--- config.mk ---
export PLATFORM = sky130hd
export DESIGN_NAME = video_udp_rx
export DESIGN_NICKNAME = d
export VERILOG_FILES = /design/src/rtl/video_rx_pkg.sv /design/src/rtl/pixel_byte_if.sv /design/src/rtl/gmii_udp_filter.sv /design/src/rtl/yuv_word_packer.sv /design/src/rtl/word_fifo.sv /design/src/rtl/video_udp_rx.sv
export SDC_FILE = /design/constraint.sdc
export NUM_CORES = 1
export LEC_CHECK = 0
export ABC_CLOCK_PERIOD_IN_PS = 7520
export BUFFER_PORTS_ARGS = -buffer_cell sky130_fd_sc_hd__buf_2
export CAP_MARGIN = 20
export CORE_ASPECT_RATIO = 1.75
export CORE_UTILIZATION = 45
export CTS_CLUSTER_DIAMETER = 40
export CTS_CLUSTER_SIZE = 16
export DETAILED_ROUTE_END_ITERATION = 6
export PLACE_DENSITY = 0.69
export SLEW_MARGIN = 30
export SYNTH_ARGS = -nofsm -noshare
export SYNTH_HDL_FRONTEND = slang
export SYNTH_SLANG_ARGS = --single-unit
export TNS_END_PERCENT = 50
--- constraint.sdc ---
create_clock -name clk125 -period 7.52 [get_ports clk125]
set_input_delay 1.504 -clock clk125 [delete_from_list [all_inputs] [get_ports clk125]]
set_output_delay 1.504 -clock clk125 [all_outputs]
set_load 0.02 [all_outputs]
--- src/rtl/video_rx_pkg.sv ---
`default_nettype none

package video_rx_pkg;

	////////////////////
	// Header match values
	////////////////////

	// Board 0 answers on the base address, board 1 on base plus one.
	localparam logic [31:0] dst_ip_base   = {8'd192, 8'd168, 8'd0, 8'd1};
	localparam logic [15:0] dst_udp_port  = 16'd12345;
	localparam logic [15:0] eth_type_ipv4 = 16'h0800;
	localparam logic [7:0]  ip_ver_ihl    = 8'h45;
	localparam logic [7:0]  ip_proto_udp  = 8'd17;

	////////////////////
	// Byte offsets
	////////////////////

	// Counted from the first preamble byte.
	localparam logic [10:0] off_eth_type  = 11'd20;
	localparam logic [10:0] off_ip_ver    = 11'd22;
	localparam logic [10:0] off_ip_proto  = 11'd31;
	localparam logic [10:0] off_ip_dst    = 11'd38;
	localparam logic [10:0] off_udp_dst   = 11'd44;
	localparam logic [10:0] off_line_lo   = 11'd50;
	localparam logic [10:0] off_line_hi   = 11'd51;
	localparam logic [10:0] off_frame_end = 11'd1111;

	////////////////////
	// Word layout
	////////////////////

	typedef logic [11:0] line_y_t;

	typedef struct packed {
		logic        spare;
		logic        x_flag;
		logic [10:0] line_y;
		logic [7:0]  data_hi;
		logic [7:0]  data_lo;
	} line_word_t;

	// Output buffer size in words.
	localparam int fifo_depth = 16;

endpackage

`default_nettype wire

--- src/rtl/pixel_byte_if.sv ---
`timescale 1ns/1ps
`default_nettype none

interface pixel_byte_if;

	// One accepted payload byte per cycle at most.
	logic                  valid;
	logic [7:0]            data;

	// Line information of the current frame.
	video_rx_pkg::line_y_t line_y;
	logic                  x_flag;

	// High from the header match until the frame ends.
	logic                  frame_active;

	modport driver (
		output valid,
		output data,
		output line_y,
		output x_flag,
		output frame_active
	);

	modport sink (
		input valid,
		input data,
		input line_y,
		input x_flag,
		input frame_active
	);

endinterface

`default_nettype wire

--- src/rtl/gmii_udp_filter.sv ---
`timescale 1ns/1ps
`default_nettype none

module gmii_udp_filter (
	input  wire          clk125,
	input  wire          sys_rst,
	input  wire          board_id,
	input  wire [7:0]    rxd,
	input  wire          rx_dv,
	pixel_byte_if.driver pix
);

	logic [10:0] rx_count;

	// Captured header fields.
	logic [15:0] eth_type;
	logic [7:0]  ip_ver;
	logic [7:0]  ip_proto;
	logic [31:0] ip_dst;
	logic [15:0] udp_dst;

	logic [7:0]  dst_last_octet;
	logic        hdr_match;
	logic        in_payload;

	////////////////////
	// Header check
	////////////////////

	// Last destination octet selects the board.
	assign dst_last_octet = video_rx_pkg::dst_ip_base[7:0] + {7'd0, board_id};

	assign hdr_match = (eth_type == video_rx_pkg::eth_type_ipv4) &&
		(ip_ver == video_rx_pkg::ip_ver_ihl) &&
		(ip_proto == video_rx_pkg::ip_proto_udp) &&
		(ip_dst[31:8] == video_rx_pkg::dst_ip_base[31:8]) &&
		(ip_dst[7:0] == dst_last_octet) &&
		(udp_dst == video_rx_pkg::dst_udp_port);

	// Pixel bytes follow the two line bytes up to the last considered position.
	assign in_payload = (rx_count > video_rx_pkg::off_line_hi) &&
		(rx_count <= video_rx_pkg::off_frame_end);

	////////////////////
	// Byte counter and frame control
	////////////////////

	always_ff @(posedge clk125) begin
		if (sys_rst) begin
			rx_count         <= 11'd0;
			pix.valid        <= 1'b0;
			pix.frame_active <= 1'b0;
		end else if (!rx_dv) begin
			rx_count         <= 11'd0;
			pix.valid        <= 1'b0;
			pix.frame_active <= 1'b0;
		end else begin
			// Saturate so an overlong frame never wraps onto the header offsets.
			if (rx_count != 11'h7ff)
				rx_count <= rx_count + 11'd1;

			pix.valid <= pix.frame_active && in_payload;

			if (rx_count == video_rx_pkg::off_line_lo)
				pix.frame_active <= hdr_match;
			else if (rx_count == video_rx_pkg::off_frame_end)
				pix.frame_active <= 1'b0;
		end
	end

	////////////////////
	// Field capture
	////////////////////

	always_ff @(posedge clk125) begin
		if (!rx_dv) begin
			eth_type <= 16'h0;
			ip_ver   <= 8'h0;
			ip_proto <= 8'h0;
			ip_dst   <= 32'h0;
			udp_dst  <= 16'h0;
		end else begin
			case (rx_count)
				video_rx_pkg::off_eth_type:         eth_type[15:8] <= rxd;
				video_rx_pkg::off_eth_type + 11'd1: eth_type[7:0]  <= rxd;
				video_rx_pkg::off_ip_ver:           ip_ver         <= rxd;
				video_rx_pkg::off_ip_proto:         ip_proto       <= rxd;
				video_rx_pkg::off_ip_dst:           ip_dst[31:24]  <= rxd;
				video_rx_pkg::off_ip_dst + 11'd1:   ip_dst[23:16]  <= rxd;
				video_rx_pkg::off_ip_dst + 11'd2:   ip_dst[15:8]   <= rxd;
				video_rx_pkg::off_ip_dst + 11'd3:   ip_dst[7:0]    <= rxd;
				video_rx_pkg::off_udp_dst:          udp_dst[15:8]  <= rxd;
				video_rx_pkg::off_udp_dst + 11'd1:  udp_dst[7:0]   <= rxd;
				default: ;
			endcase
		end
	end

	// Line number and x flag come from payload bytes 0 and 1.
	always_ff @(posedge clk125) begin
		if (rx_dv && rx_count == video_rx_pkg::off_line_lo)
			pix.line_y[7:0] <= rxd;
		if (rx_dv && rx_count == video_rx_pkg::off_line_hi) begin
			pix.line_y[11:8] <= rxd[3:0];
			pix.x_flag       <= rxd[4];
		end
	end

	// Byte register, qualified by valid.
	always_ff @(posedge clk125) begin
		pix.data <= rxd;
	end

endmodule

`default_nettype wire

--- src/rtl/yuv_word_packer.sv ---
`timescale 1ns/1ps
`default_nettype none

module yuv_word_packer (
	input  wire                      clk125,
	input  wire                      sys_rst,
	pixel_byte_if.sink               pix,
	output logic                     wr_en,
	output video_rx_pkg::line_word_t wr_data
);

	// Position of the next byte within a three-byte group.
	typedef enum logic [1:0] {
		grp_first  = 2'd0,
		grp_second = 2'd1,
		grp_third  = 2'd2
	} grp_state_t;

	grp_state_t grp_state;
	logic [7:0] data_hi_q;

	////////////////////
	// Group counter
	////////////////////

	always_ff @(posedge clk125) begin
		if (sys_rst) begin
			grp_state <= grp_first;
			wr_en     <= 1'b0;
		end else if (pix.valid) begin
			case (grp_state)
				grp_first: begin
					wr_en     <= 1'b0;
					grp_state <= grp_second;
				end
				grp_second: begin
					wr_en     <= 1'b1;
					grp_state <= grp_third;
				end
				default: begin
					wr_en     <= 1'b1;
					grp_state <= grp_first;
				end
			endcase
		end else begin
			wr_en <= 1'b0;
			// A group left unfinished at frame end is dropped.
			if (!pix.frame_active)
				grp_state <= grp_first;
		end
	end

	////////////////////
	// Word assembly
	////////////////////

	always_ff @(posedge clk125) begin
		if (pix.valid) begin
			case (grp_state)
				grp_first: begin
					data_hi_q <= pix.data;
				end
				grp_second: begin
					wr_data.spare   <= 1'b0;
					wr_data.x_flag  <= pix.x_flag;
					wr_data.line_y  <= pix.line_y[10:0];
					wr_data.data_hi <= data_hi_q;
					wr_data.data_lo <= pix.data;
				end
				default: begin
					// Third byte travels alone in the low half.
					wr_data.spare   <= 1'b0;
					wr_data.x_flag  <= pix.x_flag;
					wr_data.line_y  <= pix.line_y[10:0];
					wr_data.data_hi <= 8'h00;
					wr_data.data_lo <= pix.data;
				end
			endcase
		end
	end

endmodule

`default_nettype wire

--- src/rtl/word_fifo.sv ---
`timescale 1ns/1ps
`default_nettype none

module word_fifo #(
	parameter type payload_t = video_rx_pkg::line_word_t
) (
	input  wire      clk125,
	input  wire      sys_rst,
	input  wire      wr_en,
	input  payload_t wr_data,
	output logic     rd_valid,
	input  wire      rd_ready,
	output payload_t rd_data,
	output logic     overflow
);

	localparam int addr_w = $clog2(video_rx_pkg::fifo_depth);

	payload_t mem [video_rx_pkg::fifo_depth];

	logic [addr_w-1:0] wr_ptr;
	logic [addr_w-1:0] rd_ptr;
	logic [addr_w:0]   fill;

	logic full;
	logic rd_fire;
	logic wr_accept;

	assign full     = (fill == (addr_w + 1)'(video_rx_pkg::fifo_depth));
	assign rd_valid = (fill != '0);
	assign rd_fire  = rd_valid && rd_ready;

	// A read in the same cycle frees the slot for a write at full.
	assign wr_accept = wr_en && (!full || rd_fire);

	// Head entry is presented directly and holds until it is read.
	assign rd_data = mem[rd_ptr];

	////////////////////
	// Pointers and fill count
	////////////////////

	always_ff @(posedge clk125) begin
		if (sys_rst) begin
			wr_ptr   <= '0;
			rd_ptr   <= '0;
			fill     <= '0;
			overflow <= 1'b0;
		end else begin
			if (wr_accept)
				wr_ptr <= wr_ptr + 1'b1;
			if (rd_fire)
				rd_ptr <= rd_ptr + 1'b1;

			case ({wr_accept, rd_fire})
				2'b10:   fill <= fill + 1'b1;
				2'b01:   fill <= fill - 1'b1;
				default: fill <= fill;
			endcase

			overflow <= wr_en && !wr_accept;
		end
	end

	// Storage.
	always_ff @(posedge clk125) begin
		if (wr_accept)
			mem[wr_ptr] <= wr_data;
	end

endmodule

`default_nettype wire

--- src/rtl/video_udp_rx.sv ---
`timescale 1ns/1ps
`default_nettype none

module video_udp_rx (
	input  wire         clk125,
	input  wire         sys_rst,
	input  wire         board_id,
	input  wire  [7:0]  rxd,
	input  wire         rx_dv,
	output logic        out_valid,
	input  wire         out_ready,
	output logic [28:0] out_word,
	output logic        overflow
);

	// Packed words from the packer into the buffer.
	logic                     pk_wr_en;
	video_rx_pkg::line_word_t pk_wr_data;

	pixel_byte_if pix_if ();

	////////////////////
	// Input side
	////////////////////

	gmii_udp_filter gmii_udp_filter_i (
		.clk125   (clk125),
		.sys_rst  (sys_rst),
		.board_id (board_id),
		.rxd      (rxd),
		.rx_dv    (rx_dv),
		.pix      (pix_if.driver)
	);

	////////////////////
	// Packing
	////////////////////

	yuv_word_packer yuv_word_packer_i (
		.clk125  (clk125),
		.sys_rst (sys_rst),
		.pix     (pix_if.sink),
		.wr_en   (pk_wr_en),
		.wr_data (pk_wr_data)
	);

	////////////////////
	// Output buffer
	////////////////////

	word_fifo #(
		.payload_t (video_rx_pkg::line_word_t)
	) word_fifo_i (
		.clk125   (clk125),
		.sys_rst  (sys_rst),
		.wr_en    (pk_wr_en),
		.wr_data  (pk_wr_data),
		.rd_valid (out_valid),
		.rd_ready (out_ready),
		.rd_data  (out_word),
		.overflow (overflow)
	);

endmodule

`default_nettype wire

==> results.yml, run 1 <==
outcome:
  outcome: "finished with violations"
  violations: "design-rule violations"
finish:
  num-fill-cells: 4088
  syn_to_final_growth_pct: 10.6
  antenna_cells: 0
  fin_nets: 1344
  drive_above_1_share_pct: 22.7
  post-route-util_pct: 50.3
  layout.cells.non_filler: 2013
clocking:
  htree_levels: 2
  clk_path_buf_depth: 3
  ctsResizeCount: 0
  clock-root-buffer: "clkbuf_16"
  clkTransAtPathRegs_ns: 0.07
  cts_buffers: 49
  cts_hold_buffers: 0
  clk_latency_ns: 0.59
  postCtsSetupBuffers: 0
  cts_sinks: 618
  cts_tree: "done"
floorplanning:
  io_pins: 44
  die_w_microns: 174
  rows: 110
  dieArea_sq_mm: 0.0528
  start_util_pct: 45.5
  die_height_microns: 303
  core_area_sq_mm: 0.0513
route:
  antenna_left: 0
  viasPerCell: 5.73
  drc: 2
  dr.pass1.iters: 7
  drt_iter0_markers: 1217
  routed_wl_microns: 47500
  num_vias: 11535
  wire_per_inst_microns: 23.6
sta:
  worst_pin_slew_ns: 0.854
  final_max_slew_viol_count: 0
  hold_viol: 0
  min_period_over_period_pct: 65.5
  max_freq_ghz: 0.203
  hold_ws_ns: 0.414
  grt_setup_unrepaired: "no"
  slew_headroom_pct: 43.1
  finalSetupViolations: 0
  fin_crit_ns: 4.92
  setup_tns_ns: 0
  skew_ns: 0.0359
setup_path:
  r2r-start: "word_fifo_i.fill[0]$_SDFFE_PP0P_"
  critPathSlowestCell: "dfxtp_4"
  rrSetupSlack_ns: 4.57
  worstPathMaxFanout: 76
  worstSetupEndpoint: "out_word[1]"
  cp_num_cells: 4
  worst_ep_required_time_ns: 6.02
  ff2ff_path_depth: 10
  end_kind: "output pin"
  crit_buf_inv: 2
  reg2reg_to: "word_fifo_i.fill[4]$_SDFFE_PP0P_"
  cpMostUsedCell: "mux4_2"
  critical_path_class: "register to output pin"
  path_cells: "buf_12 -> mux4_2 -> mux4_2 -> buf_2"
  crit_family: "multiplexers"
  start_kind: "register"
  crit_arrival_ns: 3.42
  critPathMaxStageDelay_ns: 0.84
logic_synthesis:
  synthTopCellsByArea: "edfxtp_1 64%, mux4_2 14%, dfxtp_1 10%"
  yosysTopAreaCellShare_pct: 63.8
  ys_warn_count: 0
  synth_edf_count: 496
  ys_types: 50
  postSynthCellCount: 1272
  synth-seq-area-share_pct: 74.3
  netlist_area_sq_mm: 0.0233
  synth_ff_type: "edfxtp_1"
  syn_nets: 1298
  synth.avg_cell_area_sq_um: 18.4
  synth_largest_area_cell: "edfxtp_1"
  async_flop_share_pct: 0
  synth-seq-cells: 618
global_route:
  first_global_vias: 11725
  grt-ovfl-total: 0
  antenna_found_initial: 1
  grt_pass1_wl_microns: 71400
  grt_max_degree: 96
  groute.usage.overall_pct: 18.2
power_and_ir_drop:
  ir_drop_mv: 0.146
  cellPowerDensity_mw_per_mm2: 264
  leakage_uw: 0.00739
place:
  dp.cells: 1939
  port_buffers: 42
  place.gp.congestion: 0.771
  place_hpwl_microns: 26900
run:
  max_cap_violations: 0
hold_path:
  hold_depth: 0
  min_path_type: "register to register"
## how the worst min path moves through the flow
stage                                                         start                                  endpoint
final                         gmii_udp_filter_i.pix.data[1]$_DFF_P_  yuv_word_packer_i.data_hi_q[1]$_DFFE_PP_
after global routing      gmii_udp_filter_i.pix.line_y[8]$_DFFE_PP_   yuv_word_packer_i.wr_data[24]$_DFFE_PP_
after CTS                 gmii_udp_filter_i.pix.line_y[8]$_DFFE_PP_   yuv_word_packer_i.wr_data[24]$_DFFE_PP_
after detailed placement  gmii_udp_filter_i.pix.line_y[6]$_DFFE_PP_   yuv_word_packer_i.wr_data[22]$_DFFE_PP_
after global placement       gmii_udp_filter_i.pix.x_flag$_DFFE_PP_   yuv_word_packer_i.wr_data[27]$_DFFE_PP_
after floorplan           gmii_udp_filter_i.pix.line_y[0]$_DFFE_PP_   yuv_word_packer_i.wr_data[16]$_DFFE_PP_
## worst register-to-register path, delay by kind of cell, from the launching register on
family	cells	cell delay (ns)
simple gates	6	1.66
compound gates	2	0.47
flops	1	0.34
fa+ha+maj	1	0.32
buf+inv	1	0.09
## synth_stat cells, drive strengths merged (7+ instances only)
cell    instances
buf            38
nor2b           8
nand2b          7
o21ai          87
nand3          89
nand4           8
and2            9
clkbuf         33
mux4          140
nor4           11
nand2          78
nor2           37
inv             8
xnor2          10
nor4b           7
edfxtp        496
a21oi          12
and3           11
nor3            9
ha             12
dfxtp         122
## per-layer routing
metal  vias to the layer above  wire (microns)  global-route usage (%)
met5                         -              13                       0
met4                         2            1280                    5.83
met3                        78            2010                    1.94
met2                       327           25800                    34.1
met1                      5990           18500                    21.9
li1                       5138               -                       -
## final cells by class
type / count / area (sq um) / share of cell area [%]
clock buffers: 62 / 1340 / 5.18
clock inverters: 12 / 138 / 0.533
inverters: 8 / 30.0 / 0.116
multi-input cells: 575 / 5720 / 22.1
flip-flops and latches: 618 / 17300 / 67.2
well taps: 672 / 841 / 3.26
repair buffers: 66 / 418 / 1.62
## logic make-up after synthesis
group,synth area share (%)
compound gates,2.64
xor+xnor,0.525
fa+ha+maj,0.729
buf+inv,1.76
flops,74.3
mux,13.7
other cells,0.0161
simple gates,6.40
## through the flow
stage                     setup WS (ns)  total power, uW  instance area [sq um]
final                              2.60             6810                  25800
after global placement             3.09             4460                  24300
after CTS                          2.49             6890                  25800
after floorplan                    2.96             4320                  23300
after global routing               2.36             7030                  25800
after detailed placement           3.12             4480                  24300
## power breakdown
part / leakage, uW / switching (uW) / total [uW] / internal, uW
logic: 0.00168 / 311 / 658 / 347
registers: 0.00499 / 65.9 / 3730 / 3660
clock network: 0.000719 / 1160 / 2430 / 1270
total: 0.00739 / 1530 / 6810 / 5280
## state kept, by name, summed over array words and instances (netlist names), 11 cells and up, named ones only
register                      flops
word_fifo_i.mem                 448
gmii_udp_filter_i.ip_dst         32
yuv_word_packer_i.wr_data        28
gmii_udp_filter_i.eth_type       16
gmii_udp_filter_i.udp_dst        16
gmii_udp_filter_i.pix.line_y     11
gmii_udp_filter_i.rx_count       11
## layout by cell type, fill, tap and decap left out, drive strengths merged, types with 12 or more instances in the layout
cell type	Yosys	layout
a21oi	12	12
buf	38	66
clkbuf	33	62
dfxtp	122	122
edfxtp	496	496
ha	12	12
inv	8	12
mux4	140	140
nand2	78	78
nand3	89	89
nor2	37	37
o21ai	87	87
Note: power is estimated with default switching activity, not from simulation.
==> run 2, diff against run 1 <==
--- a/config.mk
+++ b/config.mk
@@ -5,7 +5,8 @@
 export SDC_FILE = /design/constraint.sdc
 export NUM_CORES = 1
 export LEC_CHECK = 0
-export ABC_CLOCK_PERIOD_IN_PS = 7520
+export ABC_AREA = 1
+export ABC_CLOCK_PERIOD_IN_PS = 4710
 export BUFFER_PORTS_ARGS = -buffer_cell sky130_fd_sc_hd__buf_2
 export CAP_MARGIN = 20
 export CORE_ASPECT_RATIO = 1.75
==> constraint.sdc (replaced) <==
create_clock -name clk125 -period 4.71 [get_ports clk125]
set_input_delay 0.942 -clock clk125 [delete_from_list [all_inputs] [get_ports clk125]]
set_output_delay 0.942 -clock clk125 [all_outputs]
set_load 0.02 [all_outputs]
==> run 2 against run 1 <==
  * Register-to-register slack got worse by 2.3 ns
  * First-iteration DRC count is 19% higher
  * Synthesized area grew 3.3%
  * Final cell count is 38% higher
  * Worst setup slack lost 1.5 ns
  * Critical path type unchanged
  * Total power grew 74%
  * The flow now finishes without violations
  * Non-clock buffer count rose by 5
==> results.yml, run 2 <==
finish:
  syn_to_final_growth_pct: 10.4
  final_common_cell: "edfxtp_1"
  num-fill-cells: 4412
  layout.cells.most_common_list: "496 x edfxtp_1, 413 x nor2_1, 339 x o21ai_0"
  fin_nets: 2099
  regMostFlops: "word_fifo_i.mem"
  register_area_sq_mm: 0.0173
  finalInstanceArea_sq_mm: 0.0266
  multi_input_area_sq_mm: 0.00591
  largest_reg_flops: 448
  antenna_cells: 0
  post-route-util_pct: 50.6
  drive_above_1_share_pct: 7.77
  top_regs: "word_fifo_i.mem x448, gmii_udp_filter_i.ip_dst x32, yuv_word_packer_i.wr_data x28"
global_route:
  first_global_vias: 15465
  grt_pass1_wl_microns: 85900
  antenna_found_initial: 0
  grt_max_degree: 225
  grt-ovfl-total: 0
  groute.usage.overall_pct: 20.5
sta:
  fin_crit_ns: 3.65
  hold_viol: 0
  max_freq_ghz: 0.274
  final_max_slew_viol_count: 0
  min_period_over_period_pct: 77.5
  slew_headroom_pct: 35.8
  grt_setup_unrepaired: "no"
  setup_tns_ns: 0
  worst_pin_slew_ns: 0.963
  hold_ws_ns: 0.429
  skew_ns: 0.0232
  finalSetupViolations: 0
route:
  antenna_left: 0
  dr.pass1.iters: 5
  drt_iter0_markers: 1447
  wire_per_inst_microns: 20.0
  num_vias: 15546
  routed_wl_microns: 55400
  viasPerCell: 5.60
  drc: 0
hold_path:
  hold-path-endpoint: "yuv_word_packer_i.wr_data[19]$_DFFE_PP_"
  hold_depth: 0
  hold_start: "gmii_udp_filter_i.pix.line_y[3]$_DFFE_PP_"
  min_path_type: "register to register"
logic_synthesis:
  async_flop_share_pct: 0
  ys_warn_count: 0
  synthSimpleGateAreaFrac_pct: 10.3
  synthTopCellsByCount: "496 x edfxtp_1, 430 x nor2_1, 339 x o21ai_0"
  synth_top_family_by_area: "compound AO/OA/AOI/OAI gates"
  synth_compound_area_share_pct: 12.7
  synthTopCellsByArea: "edfxtp_1 62%, dfxtp_1 10%, o21ai_0 7.0%"
  netlist_area_sq_mm: 0.0241
  synth-seq-area-share_pct: 71.9
  yosysMostFrequentCell: "edfxtp_1"
  ys_types: 30
  synth_ff_type: "edfxtp_1"
  postSynthCellCount: 2073
  synth_edf_count: 496
  synth.avg_cell_area_sq_um: 11.6
  synth_largest_area_cell: "edfxtp_1"
  synth-seq-cells: 618
  yosysTopAreaCellShare_pct: 61.8
  syn_nets: 2099
  synth_xor_xnor_area_share_pct: 0.218
  synthAdderAreaFrac_pct: 0.706
  synthMuxAreaShare_pct: 0
clocking:
  postCtsSetupBuffers: 0
  cts_buffers: 48
  cts_hold_buffers: 0
  clk_path_buf_depth: 3
  clock-root-buffer: "clkbuf_16"
  cts_sinks: 618
  clk_latency_ns: 0.59
  clkTransAtPathRegs_ns: 0.07
  ctsResizeCount: 0
  cts_tree: "done"
  htree_levels: 2
setup_path:
  start_kind: "register"
  rrSetupSlack_ns: 2.25
  ff2ff_path_depth: 7
  end_kind: "output pin"
  r2r-start: "word_fifo_i.fill[1]$_SDFFE_PP0P_"
  worstPathMaxFanout: 75
  reg2reg_to: "word_fifo_i.mem[5][16]$_DFFE_PP_"
  worst_ep_required_time_ns: 3.77
  crit_arrival_ns: 2.71
  critical_path_class: "register to output pin"
place:
  place.gp.congestion: 0.793
  port_buffers: 42
  placed_cell_area_sq_mm: 0.0252
  place_hpwl_microns: 32300
floorplanning:
  dieArea_sq_mm: 0.0546
  io_pins: 44
  die_height_microns: 308
  die_w_microns: 177
  rows: 111
  start_util_pct: 45.8
  core_area_sq_mm: 0.0526
run:
  max_cap_violations: 0
power_and_ir_drop:
  ir_drop_mv: 0.338
  leakage_uw: 0.00868
  cellPowerDensity_mw_per_mm2: 446
  power_uw: 11900
outcome:
  outcome: "complete, no violations"
==> run 2: metal layers <==
layer / share of wire [%] / global-route usage [%]
met4: 4.0 / 9.18
met3: 4.6 / 2.51
met1: 38 / 23.6
met2: 53 / 37.6
met5: 0 / 0
==> run 2: worst max-delay path: stages (launching register included) <==
cell	delay, ns
dfxtp_4	0.82
buf_12	0.36
nor2_1	0.10
o21ai_0	0.09
o21ai_0	0.12
o211ai_1	0.30
nand2_1	0.15
buf_2	0.19
==> run 2: power breakdown <==
part	internal (uW)	switching, uW
combinational	673	1460
sequential	5850	103
clock	1920	1850
==> run 2: layout make-up <==
class | count | share of cell area (%)
tap | 678 | 3.19
sequential | 618 | 65.2
multi-input combinational | 1205 | 22.2
clock buffer | 62 | 4.72
clock inverter | 12 | 0.484
timing repair buffer | 71 | 2.37
inverter | 129 | 1.84
==> run 2: per-stage QoR <==
stage | setup slack (ns) | cells
3_5_place_dp | 1.56 | 2701
6_report | 1.06 | 2775
5_1_grt | 0.848 | 2775
2_1_floorplan | 1.72 | 2073
3_3_place_gp | 1.59 | 2694
4_1_cts | 0.984 | 2775
==> run 2: how the worst max path moves through the flow <==
stage	end	slack, ns	depth (start not counted)
3_5_place_dp	word_fifo_i.mem[5][6]$_DFFE_PP_	1.56	8
6_report	out_word[27]	1.06	7
5_1_grt	out_word[8]	0.85	6
3_3_place_gp	word_fifo_i.mem[8][13]$_DFFE_PP_	1.59	7
2_1_floorplan	word_fifo_i.mem[0][0]$_DFFE_PP_	1.72	6
4_1_cts	out_word[27]	0.98	7
==> run 2: kinds of logic after synthesis <==
group,Yosys count
compound gates,557
xor+xnor,6
fa+ha+maj,13
buf+inv,250
flops,618
other cells,1
simple gates,628
==> run 3, diff against run 2 <==
--- a/config.mk
+++ b/config.mk
@@ -6,7 +6,7 @@
 export NUM_CORES = 1
 export LEC_CHECK = 0
 export ABC_AREA = 1
-export ABC_CLOCK_PERIOD_IN_PS = 4710
+export ABC_CLOCK_PERIOD_IN_PS = 3300
 export BUFFER_PORTS_ARGS = -buffer_cell sky130_fd_sc_hd__buf_2
 export CAP_MARGIN = 20
 export CORE_ASPECT_RATIO = 1.75
@@ -14,7 +14,7 @@
 export CTS_CLUSTER_DIAMETER = 40
 export CTS_CLUSTER_SIZE = 16
 export DETAILED_ROUTE_END_ITERATION = 6
-export PLACE_DENSITY = 0.69
+export PLACE_DENSITY = 0.72
 export SLEW_MARGIN = 30
 export SYNTH_ARGS = -nofsm -noshare
 export SYNTH_HDL_FRONTEND = slang
==> constraint.sdc (replaced) <==
create_clock -name clk125 -period 3.3 [get_ports clk125]
set_input_delay 0.66 -clock clk125 [delete_from_list [all_inputs] [get_ports clk125]]
set_output_delay 0.66 -clock clk125 [all_outputs]
set_load 0.02 [all_outputs]
==> run 3 against run 2 <==
  * Total power is 45% higher
  * Core utilization is 0.11 points higher
  * Worst hold slack worse by 0.066 ns
  * Non-clock buffer count is 9 higher
  * Worst setup slack worse by 0.89 ns
  * Design area is 0.23% higher
  * Largest cell class unchanged
  * Highest routed layer unchanged
==> results.yml, run 3 (synthesized netlist as in run 2, its figures left out) <==
outcome:
  outcome: "complete, no violations"
floorplanning:
  rows: 111
  start_util_pct: 45.8
  io_pins: 44
  die_w_microns: 177
  core_area_sq_mm: 0.0526
  dieArea_sq_mm: 0.0546
  die_height_microns: 308
finish:
  antenna_cells: 0
  layout.cells.most_common_list: "496 x edfxtp_1, 413 x nor2_1, 339 x o21ai_0"
  fin_nets: 2108
  largest_reg_flops: 448
  top_regs: "word_fifo_i.mem x448, gmii_udp_filter_i.ip_dst x32, yuv_word_packer_i.wr_data x28"
  syn_to_final_growth_pct: 10.6
  final_common_cell: "edfxtp_1"
  num-fill-cells: 4339
  drive_above_1_share_pct: 8.17
  register_area_sq_mm: 0.0173
  post-route-util_pct: 50.7
  regMostFlops: "word_fifo_i.mem"
  multi_input_area_sq_mm: 0.00591
route:
  dr.pass1.iters: 5
  routed_wl_microns: 54900
  drc: 0
  wire_per_inst_microns: 19.7
  viasPerCell: 5.59
  antenna_left: 0
  drt_iter0_markers: 1433
  num_vias: 15547
run:
  max_cap_violations: 0
global_route:
  grt_max_degree: 151
  groute.usage.overall_pct: 20.2
  grt-ovfl-total: 0
  antenna_found_initial: 0
  grt_pass1_wl_microns: 84400
  first_global_vias: 15253
sta:
  final_max_slew_viol_count: 0
  slew_headroom_pct: 42.8
  finalSetupViolations: 0
  fin_crit_ns: 3.13
  worst_pin_slew_ns: 0.857
  setup_tns_ns: 0
  grt_setup_unrepaired: "no"
  max_freq_ghz: 0.320
  hold_viol: 0
  skew_ns: 0.0207
  min_period_over_period_pct: 94.8
place:
  place_hpwl_microns: 32500
  place.gp.congestion: 0.808
  port_buffers: 42
setup_path:
  crit_family: "buffers and inverters"
  critPathSlowestCell: "buf_4"
  critPathMaxStageDelay_ns: 0.55
  worstPathMaxFanout: 74
  rrSetupSlack_ns: 1.09
  worst_ep_required_time_ns: 2.64
  path_cells: "buf_4 -> o21ai_0 -> o211ai_1 -> nand3_1 -> nand2_1 -> buf_2"
  crit_arrival_ns: 2.47
  start_kind: "register"
  critical_path_class: "register to output pin"
  end_kind: "output pin"
  crit_buf_inv: 2
clocking:
  cts_sinks: 618
  cts_buffers: 48
  clk_path_buf_depth: 3
  cts_tree: "done"
  postCtsSetupBuffers: 0
  cts_hold_buffers: 0
  clk_latency_ns: 0.57
  clkTransAtPathRegs_ns: 0.07
  clock-root-buffer: "clkbuf_16"
  ctsResizeCount: 0
  htree_levels: 2
power_and_ir_drop:
  leakage_uw: 0.00874
  ir_drop_mv: 0.462
  cellPowerDensity_mw_per_mm2: 645
hold_path:
  min_path_type: "primary input to register"
[run 3: area by class of cell]
class | instances | area share, %
Clock buffer | 61 | 4.86
Tap cell | 678 | 3.18
Multi-Input combinational cell | 1205 | 22.2
Inverter | 129 | 1.84
Clock inverter | 11 | 0.577
Timing Repair Buffer | 80 | 2.34
Sequential cell | 618 | 65.0
[run 3: path summary, 6_finish.rpt]
check / start / endpoint / depth (start not counted)
worst max-delay path: register / out_word[23] / 6
worst max register to register: word_fifo_i.fill[0]$_SDFFE_PP0P_ / word_fifo_i.fill[4]$_SDFFE_PP0P_ / 12
worst min-delay path: rxd[7] / gmii_udp_filter_i.pix.data[7]$_DFF_P_ / 1
worst min register to register: gmii_udp_filter_i.pix.x_flag$_DFFE_PP_ / yuv_word_packer_i.wr_data[27]$_DFFE_PP_ / 0
[run 3: per-layer routing]
layer  GRT usage, %  share of wire [%]
met5              0                  0
met4           8.74                3.8
met3           2.40                6.0
met2           37.0                 53
met1           23.4                 37
[run 3: worst reg2reg max path, cell delays in order, from the launching register on]
cell and delay (ns):
dfxtp_1 0.37, nor2_1 0.08, nand3_1 0.13, nand2_1 0.20, inv_1 0.20, nand2_1 0.11
fa_1 0.42, o21ai_0 0.19, a21oi_1 0.11, nand2_1 0.07, nand2_1 0.06, a21oi_1 0.13
nor2_1 0.05
[run 3: per-stage QoR]
step	setup slack, ns	cell area [sq um]	total power [uW]	hold slack (ns)	instances
finish	0.173	26700	17200	0.363	2782
global placement	0.653	25200	11700	0.402	2710
detailed placement	0.705	25200	11800	0.406	2710
CTS	0.0798	26700	17300	0.333	2782
global route	0.0541	26700	17900	0.335	2782
floorplan	0.597	24100	10800	0.400	2073
[run 3: power by group]
group	internal (uW)	switching, uW	leakage (uW)
registers	8350	101	0.00545
logic	1020	2190	0.00258
clock network	2970	2580	0.000712
